--- config.mk ---
export PLATFORM = sky130hd
export DESIGN_NAME = spc_top
export DESIGN_NICKNAME = d
export VERILOG_FILES = /design/src/spc_pkg.sv /design/src/spc_cmd_decoder.sv /design/src/spc_pwm_bank.sv /design/src/spc_spi_master.sv /design/src/spc_top.sv
export SDC_FILE = /design/constraint.sdc
export NUM_CORES = 1
export LEC_CHECK = 0
export BUFFER_PORTS_ARGS = -buffer_cell sky130_fd_sc_hd__buf_4
export CAP_MARGIN = 0
export CORE_MARGIN = 10
export CORE_UTILIZATION = 35
export CTS_CLUSTER_SIZE = 14
export DETAILED_ROUTE_END_ITERATION = 6
export REMOVE_ABC_BUFFERS = 1
export SLEW_MARGIN = 0
export SYNTH_ARGS = -nofsm -noshare
export SYNTH_HDL_FRONTEND = slang
export SYNTH_SLANG_ARGS = --single-unit
--- constraint.sdc ---
create_clock -name clk -period 6.85 [get_ports clk]
set_input_delay 0 -clock clk [delete_from_list [all_inputs] [get_ports clk]]
set_output_delay 0 -clock clk [all_outputs]
set_load 0.1 [all_outputs]
--- src/spc_pkg.sv ---
`default_nettype none

package spc_pkg;

    // --------------------------------------------------
    // Command port field widths
    // --------------------------------------------------

    // Opcode, address and data words of one command
    localparam int OPCODE_W = 8;
    localparam int ADDR_W   = 16;
    localparam int DATA_W   = 32;

    // --------------------------------------------------
    // SPI select lines
    // --------------------------------------------------

    // One active-low chip select per attached device
    localparam int CS_W  = 4;
    // Device index comes from the low address bits
    localparam int DEV_W = 2;

    // --------------------------------------------------
    // Readback map
    // --------------------------------------------------

    // Last SPI receive word, every other address reads zero
    localparam logic [ADDR_W-1:0] RD_ADDR_SPI = 'h0001;

    // Supported opcodes
    // Any other encoding is dropped by the decoder
    typedef enum logic [OPCODE_W-1:0] {
        OP_SPI_XFER = 8'h02,
        OP_PWM_CFG  = 8'h07,
        OP_READ     = 8'h08
    } opcode_e;

endpackage

`default_nettype wire

--- src/spc_cmd_decoder.sv ---
`default_nettype none

module spc_cmd_decoder #(
    parameter int NUM_PWM = 8
) (
    input  wire logic                          clk,
    input  wire logic                          rst_n,
    input  wire logic [spc_pkg::OPCODE_W-1:0]  cmd_opcode,
    input  wire logic [spc_pkg::ADDR_W-1:0]    cmd_addr,
    input  wire logic [spc_pkg::DATA_W-1:0]    cmd_data,
    input  wire logic                          cmd_valid,
    input  wire logic                          tx_done,
    input  wire logic [spc_pkg::DATA_W-1:0]    spi_rx_word,
    output logic                               spi_start,
    output logic [spc_pkg::DEV_W-1:0]          spi_dev,
    output logic [spc_pkg::DATA_W-1:0]         spi_wdata,
    output logic                               pwm_wr,
    output logic [((NUM_PWM > 1) ? $clog2(NUM_PWM) : 1)-1:0] pwm_sel,
    output logic [spc_pkg::DATA_W-1:0]         pwm_wdata,
    output logic [spc_pkg::DATA_W-1:0]         tx_data,
    output logic                               tx_en
);

    // Channel index width, at least one bit
    localparam int SEL_W = (NUM_PWM > 1) ? $clog2(NUM_PWM) : 1;

    spc_pkg::opcode_e                op;
    logic                            pwm_addr_ok;
    logic                            rd_hit;
    logic [spc_pkg::DATA_W-1:0]      rd_word;

    // --------------------------------------------------
    // Command decode
    // --------------------------------------------------

    assign op = spc_pkg::opcode_e'(cmd_opcode);

    // Channel writes outside the bank are dropped here
    assign pwm_addr_ok = int'(cmd_addr) < NUM_PWM;

    // One-cycle strobes straight from the command cycle
    always_comb begin
        spi_start = 1'b0;
        pwm_wr    = 1'b0;
        rd_hit    = 1'b0;
        if (cmd_valid) begin
            case (op)
                spc_pkg::OP_SPI_XFER: spi_start = 1'b1;
                spc_pkg::OP_PWM_CFG:  pwm_wr    = pwm_addr_ok;
                spc_pkg::OP_READ:     rd_hit    = 1'b1;
                default: ;
            endcase
        end
    end

    // Fields to the SPI master
    assign spi_dev   = cmd_addr[spc_pkg::DEV_W-1:0];
    assign spi_wdata = cmd_data;

    // Fields to the PWM bank
    assign pwm_sel   = cmd_addr[SEL_W-1:0];
    assign pwm_wdata = cmd_data;

    // --------------------------------------------------
    // Readback register
    // --------------------------------------------------

    // Only the SPI receive word is mapped
    assign rd_word = (cmd_addr == spc_pkg::RD_ADDR_SPI) ? spi_rx_word : '0;

    // Level flag, held until tx_done in a cycle with no command
    always_ff @(posedge clk or negedge rst_n) begin
        if (!rst_n) begin
            tx_en <= 1'b0;
        end else if (rd_hit) begin
            tx_en <= 1'b1;
        end else if (tx_done && !cmd_valid) begin
            tx_en <= 1'b0;
        end
    end

    // A later read simply overwrites the word
    always_ff @(posedge clk) begin
        if (rd_hit) begin
            tx_data <= rd_word;
        end
    end

    // --------------------------------------------------
    // Checks
    // --------------------------------------------------

    // SPI start and PWM write come from different opcodes
    a_one_strobe: assert property (
        @(posedge clk) disable iff (!rst_n)
        !(spi_start && pwm_wr)
    ) else $error("spi_start and pwm_wr high together");

endmodule

`default_nettype wire

--- src/spc_pwm_bank.sv ---
`default_nettype none

module spc_pwm_bank #(
    parameter int NUM_PWM   = 8,
    parameter int PWM_CNT_W = 16
) (
    input  wire logic                          clk,
    input  wire logic                          rst_n,
    input  wire logic                          pwm_wr,
    input  wire logic [((NUM_PWM > 1) ? $clog2(NUM_PWM) : 1)-1:0] pwm_sel,
    input  wire logic [spc_pkg::DATA_W-1:0]    pwm_wdata,
    output logic [NUM_PWM-1:0]                 pwm_out
);

    localparam int SEL_W = (NUM_PWM > 1) ? $clog2(NUM_PWM) : 1;
    // Period sits in the upper half of the word
    localparam int PER_LSB = spc_pkg::DATA_W / 2;

    // Both fields must fit into their half of the word
    if (PWM_CNT_W > spc_pkg::DATA_W / 2) begin : g_width_check
        $error("PWM_CNT_W does not fit half of the data word");
    end

    // --------------------------------------------------
    // Channels
    // --------------------------------------------------

    for (genvar i = 0; i < NUM_PWM; i++) begin : g_ch
        logic [PWM_CNT_W-1:0] period_q;
        logic [PWM_CNT_W-1:0] duty_q;
        logic [PWM_CNT_W-1:0] cnt_q;
        logic                 wr_hit;

        assign wr_hit = pwm_wr && (pwm_sel == SEL_W'(i));

        // Config write also restarts the count
        always_ff @(posedge clk or negedge rst_n) begin
            if (!rst_n) begin
                period_q <= '0;
                duty_q   <= '0;
                cnt_q    <= '0;
            end else if (wr_hit) begin
                period_q <= pwm_wdata[PER_LSB +: PWM_CNT_W];
                duty_q   <= pwm_wdata[0 +: PWM_CNT_W];
                cnt_q    <= '0;
            end else if (period_q == '0 || cnt_q == period_q - 1'b1) begin
                // Zero period parks the counter
                cnt_q <= '0;
            end else begin
                cnt_q <= cnt_q + 1'b1;
            end
        end

        // High for the first duty counts of each period
        assign pwm_out[i] = (period_q != '0) && (cnt_q < duty_q);

        // Zero-period write silences the channel next cycle
        a_zero_period: assert property (
            @(posedge clk) disable iff (!rst_n)
            (wr_hit && pwm_wdata[PER_LSB +: PWM_CNT_W] == '0) |=> !pwm_out[i]
        ) else $error("pwm_out high with zero period");

        // Counter never escapes its period
        a_cnt_range: assert property (
            @(posedge clk) disable iff (!rst_n)
            (period_q != '0) |-> (cnt_q < period_q)
        ) else $error("PWM counter beyond period");
    end

endmodule

`default_nettype wire

--- src/spc_spi_master.sv ---
`default_nettype none

module spc_spi_master (
    input  wire logic                        clk,
    input  wire logic                        rst_n,
    input  wire logic                        spi_start,
    input  wire logic [spc_pkg::DEV_W-1:0]   spi_dev,
    input  wire logic [spc_pkg::DATA_W-1:0]  spi_wdata,
    input  wire logic                        spi_miso,
    output logic                             spi_sclk,
    output logic                             spi_mosi,
    output logic [spc_pkg::CS_W-1:0]         spi_cs,
    output logic [spc_pkg::DATA_W-1:0]       spi_rx_word
);

    // Bit counter wide enough for DATA_W-1
    localparam int CNT_W = $clog2(spc_pkg::DATA_W);

    typedef enum logic {
        ST_IDLE,
        ST_SHIFT
    } spi_state_e;

    spi_state_e                  state;
    logic [CNT_W-1:0]            bit_cnt;
    logic [spc_pkg::DATA_W-1:0]  shift_reg;
    logic [spc_pkg::CS_W-1:0]    cs_sel;
    logic [spc_pkg::DATA_W-1:0]  shift_next;
    logic                        last_bit;

    // --------------------------------------------------
    // Chip select decode and shift helpers
    // --------------------------------------------------

    // One-hot of the addressed device
    assign cs_sel = {{(spc_pkg::CS_W-1){1'b0}}, 1'b1} << spi_dev;

    // Shift left, new MISO sample enters at the LSB
    assign shift_next = {shift_reg[spc_pkg::DATA_W-2:0], spi_miso};

    assign last_bit = (bit_cnt == '0);

    // --------------------------------------------------
    // Shift engine
    // --------------------------------------------------

    always_ff @(posedge clk or negedge rst_n) begin
        if (!rst_n) begin
            state     <= ST_IDLE;
            spi_sclk  <= 1'b0;
            spi_mosi  <= 1'b0;
            spi_cs    <= '1;
            bit_cnt   <= '0;
        end else begin
            case (state)
                ST_IDLE: begin
                    spi_sclk <= 1'b0;
                    // Select the device, data loads in the payload block
                    if (spi_start) begin
                        state   <= ST_SHIFT;
                        spi_cs  <= ~cs_sel;
                        bit_cnt <= CNT_W'(spc_pkg::DATA_W - 1);
                    end
                end
                ST_SHIFT: begin
                    // Divide by two, one toggle per clock
                    spi_sclk <= ~spi_sclk;
                    if (spi_sclk) begin
                        // Falling SCLK, present next bit MSB first
                        spi_mosi <= shift_reg[spc_pkg::DATA_W-1];
                        if (last_bit) begin
                            state  <= ST_IDLE;
                            spi_cs <= '1;
                        end else begin
                            bit_cnt <= bit_cnt - 1'b1;
                        end
                    end
                end
                default: begin
                    state    <= ST_IDLE;
                    spi_sclk <= 1'b0;
                    spi_cs   <= '1;
                end
            endcase
        end
    end

    // --------------------------------------------------
    // Shift and capture registers
    // --------------------------------------------------

    // Start is ignored while a transfer is running
    always_ff @(posedge clk) begin
        if (state == ST_IDLE && spi_start) begin
            shift_reg <= spi_wdata;
        end else if (state == ST_SHIFT && spi_sclk) begin
            shift_reg <= shift_next;
        end
    end

    // Held until the next transfer completes
    always_ff @(posedge clk or negedge rst_n) begin
        if (!rst_n) begin
            spi_rx_word <= '0;
        end else if (state == ST_SHIFT && spi_sclk && last_bit) begin
            spi_rx_word <= shift_next;
        end
    end

    // --------------------------------------------------
    // Checks
    // --------------------------------------------------

    // Never more than one device selected
    a_cs_onehot: assert property (
        @(posedge clk) disable iff (!rst_n)
        $countones(~spi_cs) <= 1
    ) else $error("spi_cs selects more than one device");

    // No clock edges outside a transfer
    a_sclk_idle: assert property (
        @(posedge clk) disable iff (!rst_n)
        (&spi_cs) |-> !spi_sclk
    ) else $error("spi_sclk high with no chip select");

endmodule

`default_nettype wire

--- src/spc_top.sv ---
`default_nettype none

module spc_top #(
    parameter int NUM_PWM   = 8,
    parameter int PWM_CNT_W = 16
) (
    input  wire logic                          clk,
    input  wire logic                          rst_n,

    // Command port
    input  wire logic [spc_pkg::OPCODE_W-1:0]  cmd_opcode,
    input  wire logic [spc_pkg::ADDR_W-1:0]    cmd_addr,
    input  wire logic [spc_pkg::DATA_W-1:0]    cmd_data,
    input  wire logic                          cmd_valid,

    // SPI pins
    output logic                               spi_sclk,
    output logic                               spi_mosi,
    input  wire logic                          spi_miso,
    output logic [spc_pkg::CS_W-1:0]           spi_cs,

    // PWM pins
    output logic [NUM_PWM-1:0]                 pwm_out,

    // Readback
    output logic [spc_pkg::DATA_W-1:0]         tx_data,
    output logic                               tx_en,
    input  wire logic                          tx_done
);

    localparam int SEL_W = (NUM_PWM > 1) ? $clog2(NUM_PWM) : 1;

    // --------------------------------------------------
    // Internal nets
    // --------------------------------------------------

    // Decoder to SPI master
    logic                        spi_start;
    logic [spc_pkg::DEV_W-1:0]   spi_dev;
    logic [spc_pkg::DATA_W-1:0]  spi_wdata;
    // SPI master back to decoder
    logic [spc_pkg::DATA_W-1:0]  spi_rx_word;
    // Decoder to PWM bank
    logic                        pwm_wr;
    logic [SEL_W-1:0]            pwm_sel;
    logic [spc_pkg::DATA_W-1:0]  pwm_wdata;

    // --------------------------------------------------
    // Blocks
    // --------------------------------------------------

    spc_cmd_decoder #(
        .NUM_PWM (NUM_PWM)
    ) i_decoder (
        .clk         (clk),
        .rst_n       (rst_n),
        .cmd_opcode  (cmd_opcode),
        .cmd_addr    (cmd_addr),
        .cmd_data    (cmd_data),
        .cmd_valid   (cmd_valid),
        .tx_done     (tx_done),
        .spi_rx_word (spi_rx_word),
        .spi_start   (spi_start),
        .spi_dev     (spi_dev),
        .spi_wdata   (spi_wdata),
        .pwm_wr      (pwm_wr),
        .pwm_sel     (pwm_sel),
        .pwm_wdata   (pwm_wdata),
        .tx_data     (tx_data),
        .tx_en       (tx_en)
    );

    spc_spi_master i_spi (
        .clk         (clk),
        .rst_n       (rst_n),
        .spi_start   (spi_start),
        .spi_dev     (spi_dev),
        .spi_wdata   (spi_wdata),
        .spi_miso    (spi_miso),
        .spi_sclk    (spi_sclk),
        .spi_mosi    (spi_mosi),
        .spi_cs      (spi_cs),
        .spi_rx_word (spi_rx_word)
    );

    // PWM outputs go straight to the pins
    spc_pwm_bank #(
        .NUM_PWM   (NUM_PWM),
        .PWM_CNT_W (PWM_CNT_W)
    ) i_pwm (
        .clk       (clk),
        .rst_n     (rst_n),
        .pwm_wr    (pwm_wr),
        .pwm_sel   (pwm_sel),
        .pwm_wdata (pwm_wdata),
        .pwm_out   (pwm_out)
    );

endmodule

`default_nettype wire

==> flow_summary_export.csv, run 1 <==
group,metric,value,unit
yosys,synth.distinct_cells,77,
timing,rsz0062_at_grt,"no",
die,dieArea,89440,sq um
clock_network,cts_root_buf,"clkbuf_16",
clock_network,cts_tree,"built",
critical_path,end_kind,"output port",
pwr,p_seq_share,47.4,%
routing,drtAntennaViolNets,0,
status,status,"completed",
die,rows,102,
timing,slew_viol_final,0,
global_routing,grt_usage,16.23,%
critical_path,start_kind,"flip-flop",
routing,drtIter0Drc,1689,
routing,vias,20170,
yosys,synthArstFlopShare,87.02,%
global_routing,grt_pass1_vias,19380,
die,ios,108,
clock_network,h-tree-depth,2,
clock_network,clk_path_buf_depth,3,
yosys,yosysTopAreaCell,"dfrtp_1",
place,portBuffers,107,
routing,wirelength,74070,microns
clock_network,insertion_delay,0.60,ns
pwr,p_clk_share,41.6,%
pwr,power_frac_comb,11.0,%
timing,clock_skew,0.01453,ns
pwr,p_leak,15.01,nW
critical_path,critPathSlowestCell,"a2111oi_0",
global_routing,grt_overflow,0,
yosys,synth_most_common_cell,"dfrtp_1",
critical_path,crit_family,"compound AO/OA/AOI/OAI gates",
timing,worst_pin_slew,1.208,ns
global_routing,grt_max_degree,157,
layout,largestRegisters,"i_pwm.g_ch.cnt_q x128, i_pwm.g_ch.duty_q x128, i_pwm.g_ch.period_q x128",
yosys,synth_area_per_cell,9.847,sq um
yosys,synth_common_cells,"425 x dfrtp_1, 363 x nand2_1, 180 x o21ai_0",
critical_path,crit_arrival,3.47,ns
die,die_y,299.1,microns
clock_network,cts_buffers,54,
pwr,max-vdd-ir-drop,0.2178,mV
critical_path,max_stage_delay,0.87,ns
routing,viasPerCell,5.106,
critical_path,path_class,"reg2out",
job,max_cap_viol_count,0,
critical_path,cp_cell_sequence,"ha_1 -> a21o_1 -> a21o_1 -> a21o_1 -> a21oi_1 -> o21ai_0 -> a2111oi_0 -> buf_4",
clock_network,cts_setup_buffers,0,
layout,nets,3072,
pwr,p_switching,1.933,mW
place,globalplace.congestion,0.8438,
place,hpwl,47380,microns
layout,fillCellCount,7680,
yosys,yosysWarningCount,0,
critical_path,worst-path-buf-inv,1,
timing,slew_headroom,18.73,%
yosys,ys_top_cells_by_area,"dfrtp_1 39%, edfxtp_1 7.1%, ha_1 6.7%",
pwr,p_total,7.295,mW
pwr,power_density,232.8,nW/um^2
critical_path,cp_max_fo,4,
worst_hold_path,hold_class,"in2async",
timing,period_share,50.62,%
yosys,syn_area,27260,sq um
yosys,yosysSeqAreaShare,46.45,%
clock_network,clock_sinks,493,
routing,wire_per_inst,18.75,microns
yosys,yosysTopAreaCellShare,39.02,%
die,start_util,35.24,%
routing,drc,0,
global_routing,grt_antenna_before_repair,7,
timing,hold_violations,0,
routing,first_pass_iters,5,
timing,fmax,288.4,MHz
layout,drive_above_1_share,14.23,%
die,fp.dieW,299.1,microns
yosys,synth_edf_count,64,
yosys,ys_ff_latch,493,
layout,synthToLayoutAreaGrowth,14.96,%
timing,fin_crit,3.467,ns
yosys,synthCells,2768,
critical_path,critPathRequiredTime,6.85,ns
critical_path,crit_top_cell,"a21o_1",
timing,setup-tns-final,0,ns
critical_path,rrSetupSlack,3.55,ns
die,core,77340,sq um
pwr,swShare,26.50,%
clock_network,clk_pin_slew,0.06,ns
timing,setup_violations,0,
global_routing,grt_pass1_wl,115500,microns
pwr,intPower,5.362,mW
yosys,synth_ff_type,"dfrtp_1",
power groups by stage:
stage	clock [mW]	sequential, mW	combinational (mW)
final	3.04	3.46	0.800
after floorplan	0	3.50	0.447
after global routing	3.22	3.50	0.886
after detailed placement	0	3.52	0.785
after CTS	3.11	3.46	0.807
after global placement	0	3.51	0.768
through the flow:
stage | std cells | hold slack (ns) | utilization (%) | cell area [sq um] | setup WS (ns)
after detailed placement | 3809 | 0.09880 | 37.60 | 29080 | 3.599
after global placement | 3809 | 0.09131 | 37.60 | 29080 | 3.640
final | 3951 | 0.02751 | 40.52 | 31340 | 3.383
after floorplan | 2639 | -0.2956 | - | 26730 | 0.7724
after global routing | 3950 | 0.04039 | 40.51 | 31330 | 3.281
after CTS | 3950 | 0.001853 | 40.51 | 31330 | 3.449
cell families after synthesis:
logic type / count (synthesis) / share of synthesized area, %
buf+inv: 307 / 4.370
flops: 493 / 46.45
xor+xnor: 275 / 8.836
compound gates: 366 / 8.221
fa+ha+maj: 146 / 6.702
simple gates: 1013 / 18.54
mux: 168 / 6.881
placed cells by master (no fill, tap or decap), types with 49 or more instances in the layout:
cell,n
a21o_1,49
xor2_1,135
o21ai_0,180
nand2_1,363
buf_4,127
dfrtp_1,425
nand3_1,81
clkbuf_16,57
mux2_2,155
xnor2_1,140
nor3_1,92
nor4_1,63
edfxtp_1,64
nand4_1,52
nor2_1,150
ha_1,146
inv_1,177
a21oi_1,60
per-layer routing:
metal | up-vias | routed length [microns] | track usage (%) | share of wire (%)
met3 | 88 | 4081 | 2.609 | 5.5
li1 | 9767 | - | - | -
met2 | 447 | 32970 | 25.27 | 45
met4 | 0 | 1397 | 3.656 | 1.9
met1 | 9870 | 35630 | 23.40 | 48
met5 | - | 0 | 0 | 0
worst register-to-register path: cells and delay by family, from the launching register on:
kind,cells,cell delay (ns)
XOR/XNOR,1,0.16
flip-flops,1,0.45
AND/OR/NAND/NOR,6,2.53
layout make-up:
type	count	area, sq um	area share [%]
Clock inverter	30	291.5	0.9303
Inverter	178	668.1	2.132
Clock buffer	71	1559	4.975
Timing Repair Buffer	170	1409	4.496
Sequential cell	493	12660	40.41
Tap cell	1040	1301	4.153
Multi-Input combinational cell	1968	13440	42.90
Antenna cell	1	2.502	0.007986
path summary, 6_finish.rpt:
path                                           to  depth (start not counted)                 startpoint
max                                    pwm_out[5]                          8     i_pwm.g_ch[5].cnt_q[1]
min                               i_decoder.tx_en                          2                      rst_n
max reg2reg                i_pwm.g_ch[7].cnt_q[2]                          7  i_pwm.g_ch[7].period_q[2]
min reg2reg                        i_spi.spi_sclk                          1             i_spi.spi_sclk
max in group asynchronous  i_pwm.g_ch[4].cnt_q[8]                          3                      rst_n
min in group clk            i_decoder.tx_data[28]                          3              cmd_opcode[1]
timing repair:
action,CTS,global route
gates resized for setup,0,0
endpoints found under the hold margin,390,0
hold buffers,40,0
(Power assumes the default switching activity.)
==> run 2, diff against run 1 <==
==> constraint.sdc (replaced) <==
create_clock -name clk -period 3.5 [get_ports clk]
set_input_delay 0 -clock clk [delete_from_list [all_inputs] [get_ports clk]]
set_output_delay 0 -clock clk [all_outputs]
set_load 0.1 [all_outputs]
==> flow_summary_export.csv, run 2 (same netlist as run 1, synthesis figures left out) <==
group,metric,value,unit
status,status,"completed",
critical_path,crit_arrival,3.29,ns
critical_path,max_stage_delay,0.62,ns
pwr,max-vdd-ir-drop,0.3408,mV
global_routing,grt_antenna_before_repair,5,
layout,final_common_cell,"dfrtp_1",
global_routing,grt_overflow,0,
timing,hold_slack,0.01174,ns
pwr,p_total,13.88,mW
timing,setup_violations,0,
layout,final_cell_mix,"425 x dfrtp_1, 363 x nand2_1, 180 x o21ai_0",
layout,largestRegisters,"i_pwm.g_ch.cnt_q x128, i_pwm.g_ch.duty_q x128, i_pwm.g_ch.period_q x128",
clock_network,cts_tree,"built",
timing,fin_ws,0.2065,ns
routing,viasPerCell,5.115,
place,dp_worst_setup_slack,0.6003,ns
die,dieArea,89440,sq um
worst_hold_path,hold_class,"in2async",
timing,slew_viol_final,0,
critical_path,crit_top_cell,"a21o_1",
routing,drtAntennaViolNets,0,
pwr,p_leak,15.05,nW
die,ios,108,
global_routing,grt_pass1_vias,19930,
clock_network,h-tree-depth,2,
layout,design_area,31430,sq um
timing,fmax,303.6,MHz
clock_network,clk_pin_slew,0.06,ns
routing,first_pass_iters,5,
clock_network,cts_buffers,52,
place,placed_area,29330,sq um
pwr,power_density,441.5,nW/um^2
timing,fin_crit,3.293,ns
critical_path,end_kind,"output port",
timing,slew_headroom,28.29,%
place,globalplace.congestion,0.8456,
place,portBuffers,107,
routing,vias,20300,
critical_path,critPathSlowestCell,"a2111oi_1",
timing,worst_pin_slew,1.073,ns
place,hpwl,48780,microns
critical_path,worst-path-buf-inv,2,
layout,synthToLayoutAreaGrowth,15.30,%
job,max_cap_viol_count,0,
routing,drtIter0Drc,1405,
critical_path,start_kind,"flip-flop",
layout,nets,3096,
timing,clock_skew,0.03178,ns
critical_path,path_class,"reg2out",
clock_network,clk_path_buf_depth,3,
critical_path,crit_family,"compound AO/OA/AOI/OAI gates",
global_routing,grt_max_degree,92,
critical_path,critPathRequiredTime,3.50,ns
routing,drc,0,
global_routing,grt_usage,16.54,%
die,start_util,35.24,%
timing,period_share,94.10,%
die,die_y,299.1,microns
die,rows,102,
timing,hold_violations,0,
global_routing,grt_pass1_wl,117800,microns
die,fp.dieW,299.1,microns
clock_network,insertion_delay,0.61,ns
layout,fin_util,40.64,%
clock_network,cts_root_buf,"clkbuf_16",
timing,rsz0062_at_grt,"no",
routing,wire_per_inst,18.81,microns
clock_network,clock_sinks,493,
layout,drive_above_1_share,14.45,%
die,core,77340,sq um
routing,wirelength,74660,microns
critical_path,cp_max_fo,4,
critical_path,cp_cell_sequence,"ha_1 -> a21o_1 -> a21o_1 -> a21o_1 -> a21oi_1 -> o21ai_0 -> a2111oi_1 -> buf_4 -> buf_4",
run 2: cell type report:
class | count | area [sq um]
multi-input cells | 1968 | 13440
clock buffers | 72 | 1458
well taps | 1040 | 1301
repair buffers | 196 | 1684
fillers | 7550 | 45910
diodes | 2 | 5.005
inverters | 178 | 668.1
flip-flops and latches | 493 | 12660
clock inverters | 20 | 212.7
run 2: power breakdown:
part	switching (mW)	total, mW	internal, mW	leakage (nW)
sequential	0.388	6.77	6.38	5.91
combinational	0.949	1.59	0.638	8.33
clock	2.33	5.52	3.19	0.809
total	3.67	13.9	10.2	15.1
run 2: per-stage QoR:
stage / instances / setup TNS (ns)
finish: 3969 / 0
global route: 3968 / 0
CTS: 3967 / 0
detailed placement: 3833 / 0
global placement: 3833 / 0
floorplan: 2639 / -9.499
run 2: final timing paths:
path                                            from                 endpoint  slack, ns  depth (start not counted)
min in group clk                        cmd_addr[14]  i_pwm.g_ch[1].duty_q[9]       0.11                          6
max in group asynchronous                      rst_n   i_pwm.g_ch[4].cnt_q[9]       2.45                          3
min reg2reg                  i_pwm.g_ch[5].duty_q[0]  i_pwm.g_ch[5].duty_q[0]       0.48                          2
max                           i_pwm.g_ch[5].cnt_q[1]               pwm_out[5]       0.21                          9
max reg2reg                i_pwm.g_ch[7].period_q[4]   i_pwm.g_ch[7].cnt_q[8]       0.59                          8
min                                            rst_n         i_spi.bit_cnt[4]       0.01                          2
run 2: metal layers:
metal / vias up / track usage, % / part of all wire, %
li1: 9798 / - / -
met1: 9934 / 23.39 / 48
met2: 468 / 25.97 / 45
met3: 100 / 2.645 / 5.4
met4: 2 / 4.430 / 2.2
met5: - / 0 / 0.011
run 2: what timing repair did:
item / CTS / global route
setup buffers: 0 / 0
endpoints found under the setup margin: 1 / 0
hold endpoints to repair: 437 / 0
resized for setup: 1 / 0
hold buffers: 42 / 0
